`src/source/soc_pkg.sv`:
```
package soc_pkg;

  // master request, valid travels alongside
  typedef struct packed {
    logic [31:0] addr;
    logic [31:0] wdata;
    logic [3:0]  wstrb;  // zero for a read
  } bus_req_t;

  // value doubles as slave index
  typedef enum logic [1:0] {
    SEL_CLINT = 2'd0,
    SEL_PRINT = 2'd1,
    SEL_BRAM  = 2'd2
  } slave_sel_t;

  typedef struct packed {
    slave_sel_t  sel;
    logic [31:0] offset;  // address minus slave base
    logic [31:0] wdata;
    logic [3:0]  wstrb;
  } dec_req_t;

  typedef struct packed {
    logic [31:0] rdata;
    logic        ready;
  } bus_rsp_t;

  localparam int NUM_SLAVES = 3;

  // default memory map
  localparam logic [31:0] DEF_CLINT_BASE = 32'h0200_0000;
  localparam logic [31:0] DEF_CLINT_SIZE = 32'h0001_0000;
  localparam logic [31:0] DEF_PRINT_BASE = 32'h1000_0000;
  localparam logic [31:0] DEF_PRINT_SIZE = 32'h0000_1000;
  localparam logic [31:0] DEF_BRAM_BASE  = 32'h8000_0000;
  localparam logic [31:0] DEF_BRAM_SIZE  = 32'h0000_0400;

endpackage

```
`src/source/resp_return.sv`:
```
module resp_return
  import soc_pkg::*;
(
  input  bus_rsp_t port_imem_rsp_i [NUM_SLAVES],
  input  bus_rsp_t port_dmem_rsp_i [NUM_SLAVES],
  output bus_rsp_t imem_rsp_o,
  output bus_rsp_t dmem_rsp_o
);

  // ports zero their idle responses, at most one owns a master
  always_comb begin
    imem_rsp_o = '0;
    dmem_rsp_o = '0;
    for (int s = 0; s < NUM_SLAVES; s++) begin
      imem_rsp_o.ready |= port_imem_rsp_i[s].ready;
      imem_rsp_o.rdata |= port_imem_rsp_i[s].rdata;
      dmem_rsp_o.ready |= port_dmem_rsp_i[s].ready;
      dmem_rsp_o.rdata |= port_dmem_rsp_i[s].rdata;
    end
  end

endmodule

```
`config.mk`:
```
export PLATFORM = sky130hd
export DESIGN_NAME = resp_return
export DESIGN_NICKNAME = d
export VERILOG_FILES = /design/src/source/soc_pkg.sv /design/src/source/resp_return.sv
export SDC_FILE = /design/constraint.sdc
export NUM_CORES = 1
export LEC_CHECK = 0
export CELL_PAD_IN_SITES_DETAIL_PLACEMENT = 1
export CELL_PAD_IN_SITES_GLOBAL_PLACEMENT = 1
export CORE_AREA = 2 2 103 105
export DETAILED_ROUTE_END_ITERATION = 8
export DIE_AREA = 0 0 105 107
export DONT_BUFFER_PORTS = 1
export GPL_TIMING_DRIVEN = 0
export PLACE_DENSITY_LB_ADDON = 0.1
export SLEW_MARGIN = 20
export SYNTH_ARGS = -nofsm -noshare
export SYNTH_HDL_FRONTEND = slang
export SYNTH_SLANG_ARGS = --single-unit
export TNS_END_PERCENT = 30
```
`constraint.sdc`:
```
create_clock -name vclk -period 0.8
set_input_delay 0.16 -clock vclk [all_inputs]
set_output_delay 0.16 -clock vclk [all_outputs]
set_load 0.05 [all_outputs]
```
## Word level (Yosys, flattened, before mapping)

Index checks and enable logic that the tools add are counted.
W data, S select, Z words.

| word-level totals | value |
|---|---|
| bits in registers | 0 |
| bits of input ports | 198 |
| word-level logic and storage cells | 8 |

| operators by class | value |
|---|---|
| bitwise operators | 8 |

Operators with widths:

| cell | count |
|---|---|
| $or A32 B32 Y32 | 4 |
| $or A1 B1 Y1 | 4 |

## Logic depth before layout (Yosys ltp)

| depth | value |
|---|---|
| word-level depth | 2 |
| mapped depth | 1 |

## Least setup slack after synthesis

Ideal clock, no wire load.

| path | value |
|---|---|
| path kind | input to output |
| from | in port_dmem_rsp_i[33] (netlist name) |
| to | out dmem_rsp_o[0] (netlist name) |
| data arrival time | 0.744 ns |
| path slack | -0.104 ns |
| cell stages on the path | 1 |
| cells stage by stage | or3_1 |

| between the ends | value |
|---|---|
| cells in the longest elaborated chain, start to end | 2 |

Ends and longest elaborated chain:

| item | line | RTL |
|---|---|---|
| from (decl) | resp_return.sv:5 | `input bus_rsp_t port_dmem_rsp_i [NUM_SLAVES],` |
| $or A1 B1 Y1 (2 in a row) | resp_return.sv:17 | `dmem_rsp_o.ready \|= port_dmem_rsp_i[s].ready;` |
| to (decl) | resp_return.sv:7 | `output bus_rsp_t dmem_rsp_o` |

No other way between the ends.

## Worst setup path after layout

| path | value |
|---|---|
| from | in port_imem_rsp_i[63] (netlist name) |
| to | out imem_rsp_o[30] (netlist name) |

| between the ends | value |
|---|---|
| cells in the longest elaborated chain, start to end | 2 |

Ends and longest elaborated chain:

| item | line | RTL |
|---|---|---|
| from (decl) | resp_return.sv:4 | `input bus_rsp_t port_imem_rsp_i [NUM_SLAVES],` |
| $or A32 B32 Y32 (2 in a row) | resp_return.sv:16 | `imem_rsp_o.rdata \|= port_imem_rsp_i[s].rdata;` |
| to (decl) | resp_return.sv:6 | `output bus_rsp_t imem_rsp_o,` |

No other way between the ends.

==> key figures <==
Setup path
  – WP buf/inv: 0
  – CP endpoint kind: primary output
  – CP required: 640 ps
  – Critical path class: input pin to primary output
  – Largest stage delay, worst path: 470 ps
  – Critical-path maximum fanout: 1
  – Startpoint types: input pin
  – Critical path arrival: 630 ps
  – Worst path slowest cell: or3_4
  – Critical path, cell by cell: or3_4
  – Largest delay contributor family on the critical path: simple AND/OR/NAND/NOR gates

GRT
  – GRT Total Usage: 4.41%
  – Remaining global-route overflow: 0
  – Global-route wire length before repair: 4.02 mm
  – Vias in the first global route: between 700 and 800
  – Pin count of the biggest net entering global routing: 2
  – Initial antenna violation count: 0

STA
  – Final hold viol count: 0
  – Setup violations, final: 0
  – Rel. slew slack: between 80% and 90%
  – Min Tclk post-route: around 800 ps
  – Fmax: 1260 MHz
  – Slew Viols, Final: 0
  – Final period util: 99.3%
  – Setup_tns: 0 ps
  – RSZ-0062 raised after global routing: no
  – Worst slew pin tran: 171 ps

Final layout
  – Most frequent cells in the layout: 66 x or3_4
  – CLK BUF: 0
  – Commonest non-fill, non-tap cell in the layout: or3_4
  – Register area: 0 µm²
  – Post-layout util: 9.05%
  – Area growth, synth to finish: 121%
  – N_diodes: 0
  – Nets@finish: 266
  – Final instance area: between 900 and 1000 µm²
  – Layout cell share with drive strength beyond 1: 100%
  – Seq Cell Count: 0
  – # fillers: 1216

Power and ir drop
  – Peak VDD IR: 102 µV
  – P_leak: 0.179 nW
  – Power Dens Cells: roughly 780 nW/µm²
  – Tot Pwr: 0.000712 W

Synth
  – Syn. warnings: 0
  – Post-Synthesis Cells: between 60 and 70
  – Unique masters post-synth: 1
  – Post-Syn Area: approximately 410 µm²
  – Syn avg cell area: 6.26 µm²
  – Sequential area share after synthesis: 0%
  – Syn nets: 264

Routing
  – Vias/cell: about 3.4
  – DRC: 0
  – Drt initial violations: 14
  – Routed vias: a little under 700
  – Routed WL: 3.43 mm
  – Post-DR wirelength/cell: around 17 µm
  – Pre-antenna DRT Iters: 2
  – Post-DRT Antenna Nets: 0

Placed design
  – Placed Area: around 680 µm²
  – IO Port Bufs: 0
  – Routability cong.: 0.643

Floorplanning
  – # IOs: 264
  – Core ar.: roughly 10000 µm²
  – Die height: 107 µm
  – Num rows: 37
  – Die Wd: between 100 and 150 µm
  – Initial Util: under 10%
  – Full die area: between 10000 and 15000 µm²

Outcome
  – Outcome: finished, final reports clean

Clocking
  – CTS hold repair buffers: 0
  – Post-CTS setup repair buffer count: 0
  – Post-CTS resize count: 47

Worst hold path
  – HP Class: input pin to primary output

Flow run
  – MaxCap Viol Count: 0
-- per-stage QoR --
| stage | hold slack [ps] | setup slack (ps) | std cells |
|---|---|---|---|
| after global placement | 509 | -143 | 202 |
| after global routing | 507 | 3.27 | 202 |
| final | 506 | 5.97 | 202 |
| after CTS | 506 | 4.88 | 202 |
| after detailed placement | 507 | -138 | 202 |
| after floorplan | 504 | -104 | 66 |
-- Yosys cell counts --
library cell / number / area share [%]
or3_1: 66 / 100
-- path summary, 6_finish.rpt --
kind              depth (start not counted)  slack, ps                 from              to
setup / recovery                          1          6  port_imem_rsp_i[63]  imem_rsp_o[30]
hold / removal                            1        510  port_dmem_rsp_i[27]  dmem_rsp_o[27]
-- cell type report --
type,instances,area (µm²),share of cell area (%)
multi-input cells,66,743,81.4
well taps,136,170,18.6
-- logic make-up (layout without fill, tap and decap cells) --
family	Yosys count	count (layout)	synth area share, %
AND/OR/NAND/NOR	66	66	100
-- where the power goes --
group          internal [W]  switching (W)  leakage [nW]
registers                 0              0             0
clock network             0              0             0
logic              0.000193       0.000519         0.179
total              0.000193       0.000519         0.179
-- routing by layer --
| metal | up-vias | global-route usage (%) | share of wire (%) |
|---|---|---|---|
| met2 | 144 | 13.0 | 71 |
| met3 | 0 | 1.09 | 17 |
| li1 | 264 | - | - |
| met1 | 278 | 1.64 | 12 |
| met4 | 0 | 0 | 0 |
| met5 | - | 0 | 0 |
Note: power is estimated with default switching activity, not from simulation.
