[src/source/soc_pkg.sv]
package soc_pkg;

  // master request, valid travels alongside
  typedef struct packed {
    logic [31:0] addr;
    logic [31:0] wdata;
    logic [3:0]  wstrb;  // zero for a read
  } bus_req_t;

  // value doubles as slave index
  typedef enum logic [1:0] {
    SEL_CLINT = 2'd0,
    SEL_PRINT = 2'd1,
    SEL_BRAM  = 2'd2
  } slave_sel_t;

  typedef struct packed {
    slave_sel_t  sel;
    logic [31:0] offset;  // address minus slave base
    logic [31:0] wdata;
    logic [3:0]  wstrb;
  } dec_req_t;

  typedef struct packed {
    logic [31:0] rdata;
    logic        ready;
  } bus_rsp_t;

  localparam int NUM_SLAVES = 3;

  // default memory map
  localparam logic [31:0] DEF_CLINT_BASE = 32'h0200_0000;
  localparam logic [31:0] DEF_CLINT_SIZE = 32'h0001_0000;
  localparam logic [31:0] DEF_PRINT_BASE = 32'h1000_0000;
  localparam logic [31:0] DEF_PRINT_SIZE = 32'h0000_1000;
  localparam logic [31:0] DEF_BRAM_BASE  = 32'h8000_0000;
  localparam logic [31:0] DEF_BRAM_SIZE  = 32'h0000_0400;

endpackage

[src/source/print.sv]
module print
  import soc_pkg::*;
(
  input  logic        clk,
  input  logic        rst,
  input  logic        valid_i,
  input  bus_req_t    req_i,
  output logic        ready_o,
  output logic [31:0] rdata_o,
  output logic        char_valid_o,
  output logic [7:0]  char_o
);

  logic        wr_char;
  logic        ready_q;
  logic        char_valid_q;
  logic [7:0]  char_q;
  logic [31:0] char_count;
  logic [31:0] rdata_q;

  assign wr_char = valid_i && (req_i.wstrb != 4'b0) && (req_i.addr == 32'h0);

  always_ff @(posedge clk) begin
    if (rst == 0) begin
      ready_q      <= 1'b0;
      char_valid_q <= 1'b0;
      char_count   <= '0;
    end else begin
      ready_q      <= valid_i;
      char_valid_q <= wr_char;
      if (wr_char) begin
        char_count <= char_count + 32'd1;
      end
    end
  end

  always_ff @(posedge clk) begin
    if (wr_char) begin
      char_q <= req_i.wdata[7:0];
    end
    if (valid_i) begin
      rdata_q <= char_count;  // any offset reads the count
    end
  end

  assign ready_o      = ready_q;
  assign rdata_o      = rdata_q;
  assign char_valid_o = char_valid_q;
  assign char_o       = char_q;

endmodule

[config.mk]
export PLATFORM = sky130hd
export DESIGN_NAME = print
export DESIGN_NICKNAME = d
export VERILOG_FILES = /design/src/source/soc_pkg.sv /design/src/source/print.sv
export SDC_FILE = /design/constraint.sdc
export NUM_CORES = 1
export LEC_CHECK = 0
export BUFFER_PORTS_ARGS = -buffer_cell sky130_fd_sc_hd__buf_2
export CAP_MARGIN = 10
export CORE_UTILIZATION = 32
export DETAILED_ROUTE_END_ITERATION = 10
export PLACE_DENSITY = 0.66
export SYNTH_ARGS = -nofsm -noshare
export SYNTH_HDL_FRONTEND = slang
export SYNTH_SLANG_ARGS = --single-unit
[constraint.sdc]
create_clock -name clk -period 2.6 [get_ports clk]
set_input_delay 0.26 -clock clk [delete_from_list [all_inputs] [get_ports clk]]
set_output_delay 0.26 -clock clk [all_outputs]
set_load 0.01 [all_outputs]
Word level (Yosys, flattened, before mapping). Index checks and enable logic that the tools add are counted.

Register bits: 74. Output and inout bits: 42. Word-level logic and storage cells: 10.

Reductions and logical operators: 4. Add/sub/neg operators: 1.

Operator list (number): $add A32 B1 Y32 const B (1); $logic_not A32 Y1 (1); $reduce_bool A4 Y1 (1); $logic_and A1 B1 Y1 (2).

Logic depth before layout (Yosys ltp).
Depth in word-level cells: 3. Mapped depth: 7. Gate-level depth less buffers: 5.

Worst setup path after synthesis. No wires, ideal clock.

Path type: register to register. Start point: register char_count[2]. End point: register char_count[29]. Library setup time: 70 ps. Required time: 2530 ps. Stages on the path, launching flop included: 7. Slack: 595 ps. Clock period less this slack: 2005 ps. Data arrival time: 1934 ps. Cells stage by stage: dfxtp_1 -> and4_1 -> buf_4 -> nand4_2 -> or4_4 -> or4_1 -> a21oi_1.

Longest elaborated chain between the ends: 1.

Ends and longest elaborated chain: start, declared (RTL line print.sv:18) `logic [31:0] char_count;`; start signal, assigned (RTL line print.sv:32) `char_count <= char_count + 32'd1;`; $add A32 B1 Y32 (RTL line print.sv:32).

No other way between the ends. A chain may end at the register's enable or synchronous reset.

Final worst setup path.
Start point: register char_count[8]. End point: register char_count[29].

The elaborated chain is that of the path after synthesis.

==> run summary <==
combinational share of power - 4.0%
clock edge transition at the registers on the reported setup and hold paths - 0.07 ns
PwrDens - 617 nW/µm²
DP Worst Slack - 0.201 ns
Worst slew margin - 31.0%
Distinct cells, synth - 33
Leak - 1.38 nW
CP Data Arrival Time - 2.56 ns
die extent in y - 98 µm
clock share of power - 41.8%
Post-synth EDFFs - 40
Final Critical Period - 2.30 ns
Post-CTS Setup Inserts - 0
CTS root buf - clkbuf_8
type of the worst setup path - flip-flop to flip-flop
Final setup viols - 0
first-pass iteration count of the detailed router - 7
VDD IR max - 0.000267 V
CTS sink count - 74
CTS Buffer Depth - 2
flop and latch count out of synthesis - 74
Slew Limit Fails - 0
routed vias - 2312
final setup margin - 0.305 ns
Inst Count DP - 438
Sw Ratio - 19.8%
post-route setup TNS - 0 ns
post-DR wirelength/cell - 13.2 µm
gr ovfl total - 0
worst skew pair latency - 0.34 ns
Detail Route Antenna Nets - 0
internal power - 1.84 mW
Critical Path End Type - flip-flop
status - finished, violations left
failing checks - DRC
vias in the first global route - 2030
syn avg cell area - 12.0 µm²
All-Layer GR Usage - 12.6%
critical path peak fanout - 16
Slew @ Worst Pin - 1.03 ns
DIE AREA - 9600 µm²
Max-Cap Viols - 0
largest net degree at the start of global routing - 34
most frequent cells in the layout - 88 x buf_2, 40 x edfxtp_1, 34 x dfxtp_1
n_diodes - 0
top_reg_cell synth - edfxtp_1
Final GP Congestion - 0.780
Net Sw Power - 456 µW
NumNets Final - 413
CTS tree - built
final hold slack - 0.0901 ns
Core Box Area - 8810 µm²
worst hold path class - input port to flip-flop
H-tree depth - 3
Area growth, synth to finish - 26.3%
share of power burned in registers - 54.2%
DRC errors left - 7
Initial DRC Count - 104
Synth async-reset ratio - 0%
hold violation count in the final report - 0
Post-CTS Hold Buffers - 0
post-DP HPWL - 4170 µm
commonest non-fill, non-tap cell in the layout - buf_2
crit path launch type - flip-flop
post-CTS resize count - 0
number of top-level pins - 113
Initial Utilization - 33.5%
PortBufs - 88
Non-Filler Instances - 454
Die X-Extent - 98 µm
Ys Warns - 0
layout cells sized above 1 - 33.8%
DR vias/cell - 5.09
fillers - 836
Synth Net Count - 318
Tcrit/Tclk final - 88.3%
Worst Skew - 0.00772 ns
antenna violations before repair - 0
Fmax achieved - 0.436 GHz
final wirelength - 5980 µm
first-pass GRT wire length - 9460 µm
synthesized area - 2950 µm²
CTS buffer count - 9
Syn Inst Count - 246
Data required, critical path - 2.86 ns
Rows - 34
post-synthesis sequential area ratio - 63.8%
RSZ-0062 raised after global routing - no
## synthesized netlist by cell type, types with 3 or more instances
library cell / count / area (µm²)
nor2_1: 11 / 41.3
dfxtp_1: 34 / 681
inv_1: 6 / 22.5
nor4_1: 5 / 31.3
nand4_1: 11 / 68.8
and2_1: 4 / 25.0
clkbuf_1: 4 / 15.0
o21ai_0: 17 / 85.1
nor4_2: 3 / 37.5
o31ai_1: 7 / 52.6
and4_1: 4 / 35.0
nand2_1: 15 / 56.3
nand3_1: 10 / 50.1
a21oi_1: 25 / 125
xnor2_1: 4 / 35.0
or4_1: 8 / 60.1
edfxtp_1: 40 / 1200
or3_1: 17 / 106
## state kept, by name, indices dropped and copies added (netlist names)
name	count
char_valid_o	1
char_o	8
rdata_o	32
ready_o	1
char_count	32
## metrics by stage
| step | utilization, % | area, µm² | power [mW] |
|---|---|---|---|
| CTS | 42.3 | 3730 | 2.32 |
| global route | 42.3 | 3730 | 2.37 |
| finish | 42.3 | 3730 | 2.30 |
| global placement | 39.8 | 3510 | 1.36 |
| floorplan | - | 2950 | 1.30 |
| detailed placement | 39.8 | 3510 | 1.37 |
## per-layer routing
layer | vias to the layer above | part of all wire [%] | track usage, %
met2 | 96 | 46 | 19.6
li1 | 1138 | - | -
met1 | 1068 | 46 | 16.3
met5 | - | 0 | 0
met3 | 10 | 5.7 | 2.51
met4 | 0 | 2.2 | 6.99
## logic make-up after synthesis
family,Yosys count,synth area share (%)
AO/OA/AOI/OAI,51,9.46
XOR/XNOR,5,1.48
adder cells (fa/ha/maj),1,0.424
buffers and inverters,13,2.08
flip-flops,74,63.8
multiplexers,1,0.339
AND/OR/NAND/NOR,101,22.4
## worst max-delay path, cell delays in order (launching register included)
cell     delay, ns
dfxtp_1       0.44
and4_1        0.35
nand4_2       0.15
or4_4         0.60
or4_1         0.53
a21oi_1       0.14
## cell type report
cell class                 count  area [µm²]  area share, %
clock buffer                  10         138           3.69
clock inverter                 6        80.1           2.15
inverter                       6        22.5          0.604
multi-input combinational    159        1010           27.0
sequential                    74        1880           50.5
tap                          108         135           3.63
timing repair buffer          91         463           12.4
## power groups by stage
stage / logic (mW) / registers [mW] / clock network [mW]
2_1_floorplan: 0.0146 / 1.28 / 0
3_3_place_gp: 0.0907 / 1.27 / 0
3_5_place_dp: 0.0932 / 1.27 / 0
4_1_cts: 0.0933 / 1.25 / 0.982
5_1_grt: 0.100 / 1.25 / 1.02
6_report: 0.0918 / 1.25 / 0.959
## path summary, 6_finish.rpt
check | from | to | slack, ns | depth (start not counted)
worst min register to register | char_count[31]$_SDFFE_PN0P_ | rdata_o[31]$_DFFE_PP_ | 0.47 | 0
worst max-delay path | char_count[8]$_SDFFE_PN0P_ | char_count[29]$_SDFFE_PN0P_ | 0.30 | 5
worst max register to register | char_count[8]$_SDFFE_PN0P_ | char_count[29]$_SDFFE_PN0P_ | 0.30 | 5
worst min-delay path | req_i[5] | char_o[1]$_DFFE_PP_ | 0.09 | 1
No activity file was read; power rests on OpenSTA's default activity.
