**src/source/soc_pkg.sv**
```systemverilog
package soc_pkg;

  // master request, valid travels alongside
  typedef struct packed {
    logic [31:0] addr;
    logic [31:0] wdata;
    logic [3:0]  wstrb;  // zero for a read
  } bus_req_t;

  // value doubles as slave index
  typedef enum logic [1:0] {
    SEL_CLINT = 2'd0,
    SEL_PRINT = 2'd1,
    SEL_BRAM  = 2'd2
  } slave_sel_t;

  typedef struct packed {
    slave_sel_t  sel;
    logic [31:0] offset;  // address minus slave base
    logic [31:0] wdata;
    logic [3:0]  wstrb;
  } dec_req_t;

  typedef struct packed {
    logic [31:0] rdata;
    logic        ready;
  } bus_rsp_t;

  localparam int NUM_SLAVES = 3;

  // default memory map
  localparam logic [31:0] DEF_CLINT_BASE = 32'h0200_0000;
  localparam logic [31:0] DEF_CLINT_SIZE = 32'h0001_0000;
  localparam logic [31:0] DEF_PRINT_BASE = 32'h1000_0000;
  localparam logic [31:0] DEF_PRINT_SIZE = 32'h0000_1000;
  localparam logic [31:0] DEF_BRAM_BASE  = 32'h8000_0000;
  localparam logic [31:0] DEF_BRAM_SIZE  = 32'h0000_0400;

endpackage

```
**src/source/slave_port.sv**
```systemverilog
module slave_port
  import soc_pkg::*;
#(
  parameter slave_sel_t SLAVE_ID = SEL_CLINT
)
(
  input  logic        clk,
  input  logic        rst,
  input  logic        imem_valid_i,
  input  logic        dmem_valid_i,
  input  dec_req_t    imem_dec_i,
  input  dec_req_t    dmem_dec_i,
  input  logic        slv_ready_i,
  input  logic [31:0] slv_rdata_i,
  output logic        slv_valid_o,
  output bus_req_t    slv_req_o,
  output bus_rsp_t    imem_rsp_o,
  output bus_rsp_t    dmem_rsp_o
);

  localparam logic OWN_I = 1'b0;
  localparam logic OWN_D = 1'b1;

  logic     busy;   // high in the slave's ready cycle
  logic     owner;
  logic     imem_hit;
  logic     dmem_hit;
  logic     imem_take;
  logic     dmem_take;
  dec_req_t grant;

  assign imem_hit = imem_valid_i && (imem_dec_i.sel == SLAVE_ID);
  assign dmem_hit = dmem_valid_i && (dmem_dec_i.sel == SLAVE_ID);

  // owner still holds valid while its ready is out, skip that stale request
  assign dmem_take = dmem_hit && !(busy && owner == OWN_D);
  assign imem_take = imem_hit && !(busy && owner == OWN_I) && !dmem_take;  // data wins

  assign grant       = dmem_take ? dmem_dec_i : imem_dec_i;
  assign slv_valid_o = dmem_take || imem_take;
  assign slv_req_o   = '{addr: grant.offset, wdata: grant.wdata, wstrb: grant.wstrb};

  always_ff @(posedge clk) begin
    if (rst == 0) begin
      busy  <= 1'b0;
      owner <= OWN_I;
    end else begin
      busy <= slv_valid_o;
      if (slv_valid_o) begin
        owner <= dmem_take ? OWN_D : OWN_I;
      end
    end
  end

  always_comb begin
    imem_rsp_o = '0;
    dmem_rsp_o = '0;
    if (busy && slv_ready_i) begin
      if (owner == OWN_D) begin
        dmem_rsp_o = '{rdata: slv_rdata_i, ready: 1'b1};
      end else begin
        imem_rsp_o = '{rdata: slv_rdata_i, ready: 1'b1};
      end
    end
  end

endmodule

```
**config.mk**
```make
export PLATFORM = sky130hd
export DESIGN_NAME = slave_port
export DESIGN_NICKNAME = d
export VERILOG_FILES = /design/src/source/soc_pkg.sv /design/src/source/slave_port.sv
export SDC_FILE = /design/constraint.sdc
export NUM_CORES = 1
export LEC_CHECK = 0
export ABC_AREA = 0
export ABC_CLOCK_PERIOD_IN_PS = 1500
export BUFFER_PORTS_ARGS = -buffer_cell sky130_fd_sc_hd__buf_2
export CAP_MARGIN = 20
export CORE_AREA = 2 2 120 122
export CTS_CLUSTER_SIZE = 20
export DETAILED_ROUTE_END_ITERATION = 10
export DIE_AREA = 0 0 122 124
export PLACE_DENSITY = 0.47
export REMOVE_ABC_BUFFERS = 1
export SETUP_SLACK_MARGIN = 0.1
export SYNTH_ARGS = -nofsm -noshare
export SYNTH_HDL_FRONTEND = slang
export SYNTH_SLANG_ARGS = --single-unit
```
**constraint.sdc**
```tcl
create_clock -name clk -period 1.5 [get_ports clk]
set_clock_uncertainty 0.05 [all_clocks]
set_input_delay 0.225 -clock clk [delete_from_list [all_inputs] [get_ports clk]]
set_output_delay 0.225 -clock clk [all_outputs]
set_load 0.03 [all_outputs]
```
=== Word-level counts from Yosys, hierarchy flattened ===
Index checks and enable logic that the tools add are counted.

* Multiplexer cells: 6
* Bitwise logic cells: 1
* Reduce and logical (&&, ||, !) cells: 14

{| class="wikitable"
|+ Operators by type and width
! kind !! number
|-
| $mux 33 || 4
|-
| $mux 68 || 1
|-
| $logic_and 1x1->1 || 8
|-
| $logic_not 2->1 || 2
|-
| $logic_not 1->1 || 3
|-
| $logic_or 1x1->1 || 1
|-
| $mux 1 || 1
|-
| $not 1->1 || 1
|}

* Flip-flop bits (word level): 2
* Bits of input ports: 177
* Output and inout port bits: 135
* Word-level logic and storage cells: 23

=== Depth between registers and ports, before layout ===
* Depth in word-level cells: 6
* Depth in mapped cells: 4
* Gate-level depth less buffers: 3

=== Worst setup path before layout ===
OpenSTA, ideal clock, no wires.

* Path type: flip-flop to output port
* From: register owner
* To: output dmem_rsp_o[23] (netlist name)
* Arrival time: 1,203 ps
* Data required time: 1,225 ps
* Path slack: 22 ps
* Stages on the path, launching flop included: 5
* Cell sequence: dfxtp_1 > inv_1 > nor2_1 > buf_2 > and2_1

{| class="wikitable"
|+ RTL lines
! element !! line !! source
|-
| from (decl) || slave_port.sv:25 || <nowiki>logic owner;</nowiki>
|-
| from (signal assigned) || slave_port.sv:50 || <nowiki>owner <= dmem_take ? OWN_D : OWN_I;</nowiki>
|-
| to (decl) || slave_port.sv:18 || <nowiki>output bus_rsp_t dmem_rsp_o</nowiki>
|}

==> results by group <==
STA
  – Final Cycle Share: 119.6%
  – Worst slew pin tran: 242.8 ps
  – RSZ-0062 raised after global routing: true
  – Slew HR: 83.77%
  – Max-slew violations: 0
  – Finish-stage setup viols: 135
  – Final hold viol count: 0
  – Worst Hold Slack: 221.1 ps
  – Achievable frequency: 557.4 MHz
  – Minimum clock period: 1794 ps
  – Final worst slack: -293.9 ps

Setup path
  – Setup crit start: owner
  – Worst path required time: 1220 ps
  – Worst R2R Setup Slack: 210 ps
  – Critical Path Sink: slv_req_o[65]
  – Reg2reg end: busy
  – Crit path launch type: flip-flop
  – Critical path peak fanout: 5
  – Worst r2r src: owner
  – Crit Path Class: reg2out
  – Crit path capture type: primary output
  – Critical path data arrival time: 1520 ps
  – Worst-case reg-to-reg path depth: 7

Clock tree
  – Clock buffer depth: 2
  – Worst-path clk slew: 30 ps
  – CTS tree: yes
  – H-tree Lvls: 1
  – Post-CTS Hold Fix Bufs: 0
  – # clock sinks: 2
  – Skew-Pair Late Insertion Delay: 220 ps
  – Clock Tree Root: clkbuf_16
  – Cts bufs inserted: 3

Logic synthesis
  – Post-Syn Area: 1643 µm²
  – Synth Area in Simple Gates: 27.72%
  – Largest family of logic cells by synthesized area: multiplexers
  – Sequential fraction of the synthesis area: 2.437%
  – Count of different cell masters after synthesis: 16
  – Post-synthesis mux area share: 61.92%
  – Compound-Gate Fraction of Synth Area: 1.371%
  – Adder-cell share of the synthesized area: 0%
  – Synthesized flop and latch total: 2
  – Yosys warning total: 0
  – Cell count after synthesis: 160
  – Avg Synthesized Cell Area: 10.27 µm²
  – Synth Area in XOR/XNOR: 0%

Die
  – Initial Util: 11.97%
  – I/O Pins: 312
  – Core Area: 13720 µm²
  – Overall die width: 122 µm
  – Die area: 15130 µm²
  – Site row count: 43
  – Die span in y: 124 µm

Layout
  – N_diodes: 0
  – FF/Latch Area: 42.54 µm²
  – Multi-input combinational cell area: 1667 µm²
  – Final nets: 679
  – Layout area overhead: 203.2%
  – Fin cells: 680
  – Filler Cell Count: 1356
  – Layout cells sized above 1: 96.60%
  – Final Cell Area: 4981 µm²

Run
  – Max cap viols: 0

Detailed routing
  – Drt initial violations: 30
  – Via density per instance: 3.824
  – Post-route ant nets: 0
  – Final WL: 11620 µm
  – Drt wl/cell: 17.09 µm
  – Drt drc: 0
  – Via count: 2600
  – DRT Pass-1 Iters: 4

Global route
  – First-pass GRT wire length: 14680 µm
  – Initial antenna violation count: 0
  – Largest net degree at the start of global routing: 13
  – Vias in the first global route: 2669
  – Grt total ovfl: 0
  – Total GRT Usage: 13.02%

Hold path
  – Hold Crit Class: in2reg

Pwr
  – Sw Ratio: 38.50%
  – Pint: 1.139 mW
  – Pwr Total: 1.853 mW
  – Switch Pwr: 0.7133 mW
  – PwrDens: 371.9 nW/µm²
  – Leakage: 2.817 nW
  – Logic pwr share: 75.1%
  – Sequential share of power: 3.2%
  – Clock Power Share: 21.7%
  – Maximum vdd drop: 0.1885 mV

Placement
  – Post-DP Area: 3441 µm²
  – Dpl cells: 649
  – DP Worst Slack: -197.7 ps
  – Port Buffers: 311
  – HPWL reported at the end of detailed placement: 8586 µm
  – Gp weighted congestion: 0.7209

Outcome
  – Status: finished with violations
  – Failing checks: negative setup slack
flip-flops by register name, summed over array words and instances, names as in the netlist:
register and count:
owner 1, busy 1
cell type report:
class                      count  area share, %
clock buffer                   3          1.507
sequential                     2         0.8541
timing repair buffer         350          59.58
inverter                       1        0.07536
multi-input combinational    144          33.46
tap                          180          4.521
metal layers:
layer | vias up | routed length (µm) | share of wire (%) | global-route usage, %
li1 | 1229 | - | - | -
met1 | 1182 | 3764 | 32 | 12.92
met2 | 181 | 6769 | 58 | 27.13
met3 | 8 | 996 | 8.6 | 3.114
met4 | 0 | 91 | 0.78 | 2.514
met5 | - | 0 | 0 | 0
cell usage after synthesis:
library cell	n	share of area, %
a21boi_0	1	0.46
a21boi_1	1	0.46
a21o_1	1	0.46
and2_1	64	24
buf_2	2	0.61
buf_6	7	4.8
clkbuf_1	4	0.91
dfxtp_1	2	2.4
inv_1	1	0.23
mux2_2	1	0.69
mux2_4	67	61
nand2_1	4	0.91
nand3_4	1	1.1
nor2_1	2	0.46
nor2_2	1	0.38
or3b_1	1	0.53
critical path: stages (launching register included):
cell     delay, ps
dfxtp_2        320
nand2_4         80
nand3_4        100
buf_12         170
buf_12         140
mux2_4         330
buf_6          150
cell families after synthesis:
family	after synthesis
buffers and inverters	14
flip-flops	2
AND/OR/NAND/NOR	73
multiplexers	68
AO/OA/AOI/OAI	3
placed cells by master, fill, tap and decap left out, types with 2 or more instances in the layout:
cell type | netlist | final
nor2_4 | 0 | 2
buf_12 | 0 | 9
clkbuf_16 | 0 | 4
dfxtp_2 | 0 | 2
buf_4 | 0 | 13
buf_16 | 0 | 4
mux2_4 | 67 | 68
a21boi_1 | 1 | 2
and2_1 | 64 | 12
buf_6 | 7 | 142
and2_4 | 0 | 52
buf_8 | 0 | 5
buf_2 | 2 | 176
nand2_4 | 0 | 3
power by group through the flow:
stage	combinational (mW)	clock [mW]	sequential [mW]
detailed placement	1.06	0	0.0583
floorplan	0.619	0	0.0587
global route	1.45	0.409	0.0601
global placement	1.06	0	0.0581
finish	1.39	0.402	0.0598
CTS	1.37	0.406	0.0598
worst min path at each step:
| stage | startpoint | end | slack (ps) | cells after the start |
|---|---|---|---|---|
| after CTS | rst | owner | 220 | 2 |
| after global routing | rst | busy | 230 | 2 |
| after global placement | rst | busy | 430 | 2 |
| after floorplan | rst | owner | 330 | 1 |
| final | rst | owner | 220 | 2 |
| after detailed placement | rst | owner | 460 | 2 |
timing repair:
| action | 4_1_cts | 5_1_grt |
|---|---|---|
| resized for setup | 339 | 31 |
| setup endpoints to repair | 135 | 136 |
| pin swaps | 30 | 12 |
| setup buffers | 12 | 4 |
| gates cloned | 10 | 2 |
metrics by stage:
step | TNS, ps | util, %
after floorplan | -84940 | -
after CTS | -29550 | 35.26
after global routing | -37810 | 36.31
after global placement | -10140 | 25.08
after detailed placement | -9548 | 25.08
final | -31020 | 36.31
Power figures use the tool's default switching activity.
