## src/source/soc_pkg.sv

```systemverilog
package soc_pkg;

  // master request, valid travels alongside
  typedef struct packed {
    logic [31:0] addr;
    logic [31:0] wdata;
    logic [3:0]  wstrb;  // zero for a read
  } bus_req_t;

  // value doubles as slave index
  typedef enum logic [1:0] {
    SEL_CLINT = 2'd0,
    SEL_PRINT = 2'd1,
    SEL_BRAM  = 2'd2
  } slave_sel_t;

  typedef struct packed {
    slave_sel_t  sel;
    logic [31:0] offset;  // address minus slave base
    logic [31:0] wdata;
    logic [3:0]  wstrb;
  } dec_req_t;

  typedef struct packed {
    logic [31:0] rdata;
    logic        ready;
  } bus_rsp_t;

  localparam int NUM_SLAVES = 3;

  // default memory map
  localparam logic [31:0] DEF_CLINT_BASE = 32'h0200_0000;
  localparam logic [31:0] DEF_CLINT_SIZE = 32'h0001_0000;
  localparam logic [31:0] DEF_PRINT_BASE = 32'h1000_0000;
  localparam logic [31:0] DEF_PRINT_SIZE = 32'h0000_1000;
  localparam logic [31:0] DEF_BRAM_BASE  = 32'h8000_0000;
  localparam logic [31:0] DEF_BRAM_SIZE  = 32'h0000_0400;

endpackage

```

## src/source/clint.sv

```systemverilog
module clint
  import soc_pkg::*;
(
  input  logic        clk,
  input  logic        rst,
  input  logic        rtc_i,
  input  logic        valid_i,
  input  bus_req_t    req_i,
  output logic        ready_o,
  output logic [31:0] rdata_o,
  output logic        msip_o,
  output logic        mtip_o,
  output logic [63:0] mtime_o
);

  localparam logic [31:0] MSIP_OFS        = 32'h0000_0000;
  localparam logic [31:0] MTIMECMP_LO_OFS = 32'h0000_4000;
  localparam logic [31:0] MTIMECMP_HI_OFS = 32'h0000_4004;
  localparam logic [31:0] MTIME_LO_OFS    = 32'h0000_BFF8;
  localparam logic [31:0] MTIME_HI_OFS    = 32'h0000_BFFC;

  logic [1:0]  rtc_sync;
  logic        rtc_prev;
  logic        rtc_rise;
  logic [63:0] mtime;
  logic [63:0] mtimecmp;
  logic        msip;
  logic        ready_q;
  logic [31:0] rd_mux;
  logic [31:0] rdata_q;

  assign rtc_rise = rtc_sync[1] && !rtc_prev;

  always_comb begin
    case (req_i.addr)
      MSIP_OFS:        rd_mux = {31'b0, msip};
      MTIMECMP_LO_OFS: rd_mux = mtimecmp[31:0];
      MTIMECMP_HI_OFS: rd_mux = mtimecmp[63:32];
      MTIME_LO_OFS:    rd_mux = mtime[31:0];
      MTIME_HI_OFS:    rd_mux = mtime[63:32];
      default:         rd_mux = '0;
    endcase
  end

  always_ff @(posedge clk) begin
    if (rst == 0) begin
      rtc_sync <= 2'b0;
      rtc_prev <= 1'b0;
      mtime    <= '0;
      mtimecmp <= '1;  // keeps mtip low out of reset
      msip     <= 1'b0;
      ready_q  <= 1'b0;
    end else begin
      rtc_sync <= {rtc_sync[0], rtc_i};
      rtc_prev <= rtc_sync[1];
      ready_q  <= valid_i;
      if (rtc_rise) begin
        mtime <= mtime + 64'd1;
      end
      // any strobe writes the whole word
      if (valid_i && req_i.wstrb != 4'b0) begin
        case (req_i.addr)
          MSIP_OFS:        msip <= req_i.wdata[0];
          MTIMECMP_LO_OFS: mtimecmp[31:0] <= req_i.wdata;
          MTIMECMP_HI_OFS: mtimecmp[63:32] <= req_i.wdata;
          default: ;
        endcase
      end
    end
  end

  always_ff @(posedge clk) begin
    if (valid_i) begin
      rdata_q <= rd_mux;
    end
  end

  assign ready_o = ready_q;
  assign rdata_o = rdata_q;
  assign msip_o  = msip;
  assign mtip_o  = (mtime >= mtimecmp);
  assign mtime_o = mtime;

endmodule

```

## config.mk

```make
export PLATFORM = sky130hd
export DESIGN_NAME = clint
export DESIGN_NICKNAME = d
export VERILOG_FILES = /design/src/source/soc_pkg.sv /design/src/source/clint.sv
export SDC_FILE = /design/constraint.sdc
export NUM_CORES = 1
export LEC_CHECK = 0
export ABC_AREA = 0
export BUFFER_PORTS_ARGS = -buffer_cell sky130_fd_sc_hd__buf_2
export CORE_ASPECT_RATIO = 2
export CORE_MARGIN = 3
export CORE_UTILIZATION = 51
export DETAILED_ROUTE_END_ITERATION = 12
export GPL_ROUTABILITY_DRIVEN = 1
export PLACE_DENSITY_LB_ADDON = 0.08
export SETUP_SLACK_MARGIN = 0.3
export SYNTH_ARGS = -nofsm -noshare
export SYNTH_HDL_FRONTEND = slang
export SYNTH_SLANG_ARGS = --single-unit
```

## constraint.sdc

```tcl
create_clock -name clk -period 2.4 [get_ports clk]
set_input_delay 0.24 -clock clk [delete_from_list [all_inputs] [get_ports clk]]
set_output_delay 0.24 -clock clk [all_outputs]
set_load 0.1 [all_outputs]
```

; Word level (Yosys, flattened, before mapping)
; Cells that the tools add are included.
[word_totals]
register_bits = 165
out_inout_bits = 99
word_cells = 23
[classes]
n_addsub = 1
order_cmp = 1
n_eq_ne = 4
n_mux = 1
reduce_logical = 8
[ops]
columns = operator, n
row1 = case mux 32 bit (5 select lines), 1
row2 = "adder 64 x 1 -> 64 bit, second input constant", 1
row3 = "== test 32 x 15 -> 1 bit, second input constant", 2
row4 = "== test 32 x 16 -> 1 bit, second input constant", 2
row5 = >= comparator 64 bit, 1
row6 = logical NOT 32 bit, 1
row7 = AND reduction 2 bit, 3
row8 = nonzero test 4 bit, 1
row9 = logical AND 1 bit, 2
row10 = logical NOT 1 bit, 1

; Logic depth before layout (Yosys ltp)
; Gate-level depths: netlist of run 1.
[depth]
word_depth = 3
mapped_depth = 9

; Worst setup path after synthesis of run 1
; Ideal clock, no wire load.
[synth_path]
path_kind = register -> output
from = reg mtime[61], in the netlist mtime_o[61]
to = out mtip_o
arrival_time_ns = 4.886
required_time_ns = 2.160
path_slack_ns = -2.726
stages_incl_launch_ff = 7
n_path_buf = 0
cell_sequence = dfxtp_1 > ha_1 > nand4_1 > or4_1 > or3_1 > or4_1 > o21ai_0
[synth_between]
elab_chain_cells = 1
[synth_rtl]
columns = item, line
row1 = "start, declared", clint.sv:25  ; logic [63:0] mtime;
row2 = "start signal, assigned", clint.sv:58  ; mtime <= mtime + 64'd1;
row3 = >= comparator 64 bit, clint.sv:81  ; assign mtip_o = (mtime >= mtimecmp);
row4 = "end, declared", clint.sv:12  ; output logic mtip_o,
; Every way passes these cells.

; Final worst setup path of run 1
[layout_path]
from = reg mtimecmp[60]
to = out mtip_o
[layout_between]
elab_chain_cells = 1
[layout_rtl]
columns = item, line
row1 = "start, declared", clint.sv:26  ; logic [63:0] mtimecmp;
row2 = "start signal, assigned", clint.sv:65  ; MTIMECMP_HI_OFS: mtimecmp[63:32] <= req_i.wdata;
row3 = >= comparator 64 bit, clint.sv:81
; Every way passes these cells.

==> results of run 1 <==
metal layers:
layer / vias to the layer above / global-route usage, % / share of wire, %
met5: - / 0 / 0
li1: 4019 / - / -
met2: 390 / 55.6 / 51
met4: 0 / 20.0 / 6.1
met1: 4145 / 35.5 / 37
met3: 108 / 5.04 / 6.3
worst reg2reg max path, cell delays in order, from the launching register on:
cell	delay [ns]
dfxtp_4	0.36
buf_6	0.10
nand4_1	0.21
nor4_4	0.41
buf_4	0.17
nand4_1	0.15
buf_4	0.18
buf_6	0.12
or3_1	0.32
a21boi_1	0.16
worst paths after layout:
check | startpoint | to | slack [ns] | depth (start not counted)
worst min-delay path | rtc_i | rtc_sync[0] | 0.02 | 2
worst max register to register | mtime_o[11] | mtime_o[44] | 0.15 | 9
worst max-delay path | mtimecmp[60] | mtip_o | -0.81 | 8
worst min register to register | rtc_sync[0] | rtc_sync[1] | 0.44 | 1
through the flow:
step	hold WS, ns	total power [mW]
after global routing	0.0263	6.41
after detailed placement	0.426	3.19
final	0.0181	6.25
after global placement	0.425	3.19
after CTS	0.0123	6.28
after floorplan	0.352	3.05
registers in the layout, summed over array words and instances (netlist names):
register  count
mtimecmp     64
ready_o       1
rtc_sync      2
rtc_prev      1
msip_o        1
rdata_o      32
mtime_o      64
cell type report:
cell class / instances / share of cell area [%]
clock buffer: 19 / 3.54
clock inverter: 13 / 1.82
multi-input combinational: 673 / 43.0
inverter: 81 / 2.43
sequential: 165 / 30.8
timing repair buffer: 296 / 16.4
tap: 207 / 2.07
cells in the final DEF, fill, tap and decap left out, types with 10 or more instances in the layout:
| master | netlist | final |
|---|---|---|
| ha_1 | 65 | 50 |
| nand4_1 | 26 | 26 |
| dfxtp_1 | 133 | 56 |
| or3_1 | 14 | 11 |
| buf_4 | 3 | 90 |
| nand3_1 | 23 | 20 |
| nor4_4 | 3 | 12 |
| o21ai_0 | 20 | 18 |
| ha_4 | 0 | 15 |
| dfxtp_4 | 0 | 55 |
| o211ai_1 | 65 | 65 |
| a21oi_1 | 25 | 25 |
| buf_6 | 0 | 28 |
| nor2_1 | 44 | 43 |
| mux2i_1 | 34 | 34 |
| inv_1 | 81 | 71 |
| inv_2 | 0 | 10 |
| edfxtp_1 | 32 | 32 |
| clkbuf_16 | 0 | 17 |
| dfxtp_2 | 0 | 22 |
| xor2_1 | 26 | 26 |
| a221o_1 | 31 | 31 |
| nor3_4 | 0 | 13 |
| and2_1 | 57 | 55 |
| buf_2 | 16 | 168 |
| nand2_1 | 105 | 104 |
| xnor2_1 | 26 | 26 |
cells by family after synthesis:
kind of cell | Yosys count | share of synthesized area (%)
AND/OR/NAND/NOR | 352 | 21.7
AO/OA/AOI/OAI | 169 | 13.9
flip-flops | 165 | 40.6
buffers and inverters | 129 | 5.77
adder cells (fa/ha/maj) | 65 | 9.11
XOR/XNOR | 52 | 5.10
multiplexers | 34 | 3.81
where the power goes:
part	total (mW)	internal, mW	switching (mW)
registers	2.78	2.78	0.00559
logic	0.348	0.0938	0.254
clock network	3.12	1.98	1.14
total	6.25	4.85	1.40
repair_timing:
action / 4_1_cts / 5_1_grt
pin swaps: 20 / 28
endpoints found under the setup margin: 31 / 38
setup buffers: 25 / 4
cloned: 3 / 0
resized for setup: 66 / 27
hold buffers: 0 / 0
==> key figures, run 1 <==
GRT
  – First-pass GRT wire length: 46400 um
  – Pin count of the biggest net entering global routing: 71
  – Vias in the first global route: 8719
  – Initial antenna violation count: 0
  – Global route overflow: 0
  – Overall routing resource usage: 31.8%

Setup path
  – Critical Path RT: 2.16 ns
  – Crit path max-delay family: simple AND/OR/NAND/NOR gates
  – Worst path max stage delay: 0.56 ns
  – Most frequent CP cell: or4_4
  – WP buf/inv: 2
  – Crit Path Max Fanout: 2
  – Worst-path cell chain: inv_2, ha_4, nand4_1, or4_4, or3_4, or4_4, o21ai_4, buf_12
  – WS Path Type: reg2out
  – Critical path launch point type: flip-flop
  – Slowest CP cell: or4_4
  – CP arrival: 2.97 ns
  – Kind of end point of the critical path: output pin

Layout
  – Multi-input gate area: around 5400 um2
  – Post-Layout Cell Count: 1454
  – Register Area: 3860 um2
  – Share of layout cells above drive strength 1: 38.7%
  – Post-route cell area: 12500 um2
  – N_diodes: 0
  – Net total in the final layout: 1371
  – Area delta synth->final: 40.2%
  – Fillers: 1268
  – Final core occ: about three quarters

Floorplan
  – Die footprint: 19200 um2
  – Die width: 99.6 um
  – Die Height: just under 200 um
  – Core area: between 15000 and 20000 um2
  – I/O pin count: 171
  – Placement Rows: 67
  – Starting density of the core: 52.7%

Timing
  – Slew HR: 65.8%
  – Fin. max-slew vios: 0
  – Post-route setup slack: -0.813 ns
  – Shortest period the worst path allows: 3.21 ns
  – Final setup fails: 1
  – Final Hold Fails: 0
  – RSZ-0062 raised after global routing: yes
  – Fin crit share: 134%
  – Clk_skew: 0.0107 ns
  – Max Freq: 311 MHz
  – Setup TNS: -0.813 ns
  – Least-Margin Pin Slew: 0.512 ns

Route
  – Pre-antenna DRT Iters: 5
  – Final ANT Viol Nets: 0
  – WL final: 30900 um
  – DR vias/cell: about 6
  – DRC: 0
  – Routed len/inst: 21.2 um
  – Initial DRC Count: 564
  – Total number of vias: 8662

Placed design
  – Pre-CTS worst setup slack: -0.463 ns
  – Placed insts: ~1400
  – GPL Wtd Cong: between 0.9 and 1
  – Placed inst area: between 10000 and 15000 um2
  – I/O Buffers: 170
  – Post-DP HPWL: 21600 um

Yosys
  – Post-Syn Nets: 1103
  – Post-synthesis register bit count: 165
  – Ys async rst share: 0%
  – Top area cells in the synthesized netlist: dfxtp_1 30%, edfxtp_1 11%, ha_1 9.1%
  – Synth cell types: 49
  – Post-synth top area share: 29.8%
  – Post-synth top area cell: dfxtp_1
  – Post-synthesis sequential area ratio: 40.6%
  – Ys Warns: 0
  – Mapped Area: 8930 um2
  – Top-count cell post-synth: dfxtp_1
  – Post-synth top cells: 133 x dfxtp_1, 105 x nand2_1, 81 x inv_1
  – EDFF count, synth: 32
  – Ys flop type: dfxtp_1
  – Post-Syn Instances: 966
  – Avg Synthesized Cell Area: 9.24 um2

Clocking
  – Reg clk slew, reported paths: about 0.060 ns
  – CTS tree: yes
  – Inserted Clock Buffers: 17
  – H-tree lvl count: 4
  – Max clock buf depth: 2
  – Clock sink total: 165
  – Worst-skew pair later-pin latency: 0.43 ns
  – Root buffer cell: clkbuf_16

Power
  – Peak supply drop: 0.000510 V
  – PwrDens: 499 nW/um2
  – Leakage: 6.26 nW

Flow run
  – Max Cap Viol: 0

Status
  – Outcome: finished with violations
  – Failing checks: negative setup slack

Min path
  – HP Class: in2reg
Power figures use the tool's default switching activity.
==> run 2: changes to the inputs <==
--- a/config.mk
+++ b/config.mk
@@ -8,7 +8,7 @@
 export ABC_AREA = 0
 export BUFFER_PORTS_ARGS = -buffer_cell sky130_fd_sc_hd__buf_2
 export CORE_ASPECT_RATIO = 2
-export CORE_MARGIN = 3
+export CORE_MARGIN = 2
 export CORE_UTILIZATION = 51
 export DETAILED_ROUTE_END_ITERATION = 12
 export GPL_ROUTABILITY_DRIVEN = 1
==> key figures, run 2 (synthesized netlist as in run 1, its figures left out) <==
Timing
  – Least-Margin Pin Slew: 0.519 ns (+0.00691 ns)
  – Fin. max-slew vios: 0 (unchanged)
  – Final Hold Fails: 0 (unchanged)
  – Final setup fails: 1 (unchanged)
  – Fin crit share: 132% (-1.7 points)
  – Max Freq: 315 MHz (+1.3%)
  – Post-route setup slack: -0.772 ns (+0.0408 ns)
  – Hold Slack: 0.0224 ns (+0.00430 ns)
  – Slew HR: 65.6% (-0.15 points)
  – Clk_skew: 0.00842 ns (-0.00227 ns)
  – RSZ-0062 raised after global routing: yes
  – Shortest period the worst path allows: 3.17 ns (-0.0408 ns)

Floorplan
  – Die Height: 191 um (-1.0%)
  – Starting density of the core: 52.0% (-0.78 points)
  – Die width: 97.6 um (-2.0%)
  – Placement Rows: 68 (+1.5%)
  – I/O pin count: 171 (unchanged)
  – Die footprint: 18600 um2 (-3.0%)
  – Core area: 17200 um2 (+1.5%)

Power
  – PwrDens: 460 nW/um2 (-7.8%)
  – Peak supply drop: 0.000453 V (-11%)
  – Leakage: 6.42 nW (+2.6%)

Clocking
  – Inserted Clock Buffers: 17 (unchanged)
  – Max clock buf depth: 2 (unchanged)
  – H-tree lvl count: 4 (unchanged)
  – Root buffer cell: clkbuf_16
  – CTS tree: yes
  – Worst-skew pair later-pin latency: 0.44 ns (about the same)
  – Clock sink total: 165 (unchanged)
  – Reg clk slew, reported paths: 0.07 ns (about the same)

Layout
  – Most frequent cells in the layout: 168 x buf_2, 114 x buf_4, 100 x nand2_1
  – Share of layout cells above drive strength 1: 41.1% (+2.3 points)
  – Net total in the final layout: 1395 (+1.8%)
  – Post-route cell area: 12700 um2 (+1.8%)
  – Most common cell after layout, fill and taps aside: buf_2
  – N_diodes: 0 (unchanged)
  – Area delta synth->final: 42.7%
  – Final core occ: 74.1% (+0.22 points)

Setup path
  – FF-to-FF End: mtime_o[56]
  – CP endpoint: mtip_o
  – Worst r2r path cells: 10 (+1)
  – Most frequent CP cell: or4_4
  – Crit. path cell count: 8 (unchanged)
  – R2r startpoint: mtime_o[1]
  – CP arrival: 2.93 ns (-0.04 ns)
  – Worst-path cell chain: inv_2, ha_4, nand4_1, or4_4, or3_4, or4_4, o21ai_4, buf_12
  – Critical path launch point type: flip-flop
  – WP buf/inv: 2 (unchanged)
  – Crit path from: mtimecmp[57]
  – WS Path Type: reg2out
  – R2R setup slack: 0.02 ns (-0.13 ns)
  – Kind of end point of the critical path: output pin
  – Crit path max-delay family: simple AND/OR/NAND/NOR gates
  – Crit Path Max Fanout: 2 (unchanged)
  – Critical Path RT: 2.16 ns (about the same)
  – Worst path max stage delay: 0.54 ns (-0.02 ns)
  – Slowest CP cell: or4_4

GRT
  – First-pass GRT wire length: 47400 um (+2.1%)
  – Initial antenna violation count: 0 (unchanged)
  – Overall routing resource usage: 33.0% (+1.2 points)
  – Pin count of the biggest net entering global routing: 65 (-8.5%)
  – Global route overflow: 0 (unchanged)
  – Vias in the first global route: 8788 (+0.79%)

Route
  – Initial DRC Count: 591 (+4.8%)
  – DR vias/cell: 6.01 (+0.86%)
  – DRC: 0 (unchanged)
  – Routed len/inst: 21.8 um (+2.5%)
  – WL final: 32200 um (+4.4%)
  – Final ANT Viol Nets: 0 (unchanged)
  – Pre-antenna DRT Iters: 5 (unchanged)
  – Total number of vias: 8899 (+2.7%)

Placed design
  – Pre-CTS worst setup slack: -0.442 ns (+0.0209 ns)
  – GPL Wtd Cong: 0.986 (+4.5%)
  – Placed inst area: 11200 um2 (-0.10%)
  – I/O Buffers: 170 (unchanged)
  – Post-DP HPWL: 22200 um (+2.5%)

Status
  – Failing checks: negative setup slack
  – Outcome: finished with violations

Flow run
  – Max Cap Viol: 0 (unchanged)

Min path
  – HP Class: in2reg
## run 2: cell count changes in the layout (fill, tap and decap cells not counted), moves of 4 or more
cell	previous run	this run
buf_4	90	114
nand2_1	104	100
inv_6	1	5
dfxtp_2	22	18
nand2_2	1	5
dfxtp_1	56	60
bufinv_16	6	2
## run 2: stage by stage
stage               power (mW)  cells  TNS [ns]
floorplan                 3.05    966    -0.596
global placement          3.18   1396    -0.408
detailed placement        3.19   1396    -0.442
CTS                       5.88   1463    -0.773
global route              6.02   1481    -0.959
finish                    5.86   1481    -0.772
## run 2: final cells by class
type	count	area [um2]
Fill cell	1261	4440
Timing Repair Buffer	320	2240
Sequential cell	165	3850
Clock inverter	15	154
Inverter	81	304
Clock buffer	17	425
Tap cell	210	263
Multi-Input combinational cell	673	5500
## run 2: layer usage
layer | part of all wire (%) | GRT usage (%) | wire length [um]
met1 | 36 | 38.2 | 11500
met4 | 4.9 | 15.1 | 1600
met5 | 0 | 0 | 0
met3 | 7.3 | 4.50 | 2370
met2 | 52 | 59.8 | 16800
## run 2: what timing repair did
action	4_1_cts	5_1_grt
endpoints found under the setup margin	38	49
endpoints found under the hold margin	0	0
buffers inserted	32	17
cloned	3	1
hold buffers	0	0
pin swaps	38	28
resized for setup	68	56
## run 2: worst min-delay path by stage
stage / slack (ns) / start / cells after the start / to
after floorplan: 0.35 / valid_i / 0 / rdata_o[0]
after global placement: 0.43 / rtc_sync[0] / 1 / rtc_sync[1]
after detailed placement: 0.43 / rtc_sync[0] / 1 / rtc_sync[1]
after CTS: 0.03 / rtc_i / 2 / rtc_sync[0]
after global routing: 0.04 / rtc_i / 2 / rtc_sync[0]
final: 0.02 / rtc_i / 2 / rtc_sync[0]
## run 2: power by group
part           leakage (nW)  internal [mW]  switching, mW
Clock                 0.278           1.54           1.20
Combinational          4.69         0.0921          0.253
Sequential             1.46           2.78        0.00538
Total                  6.42           4.41           1.46
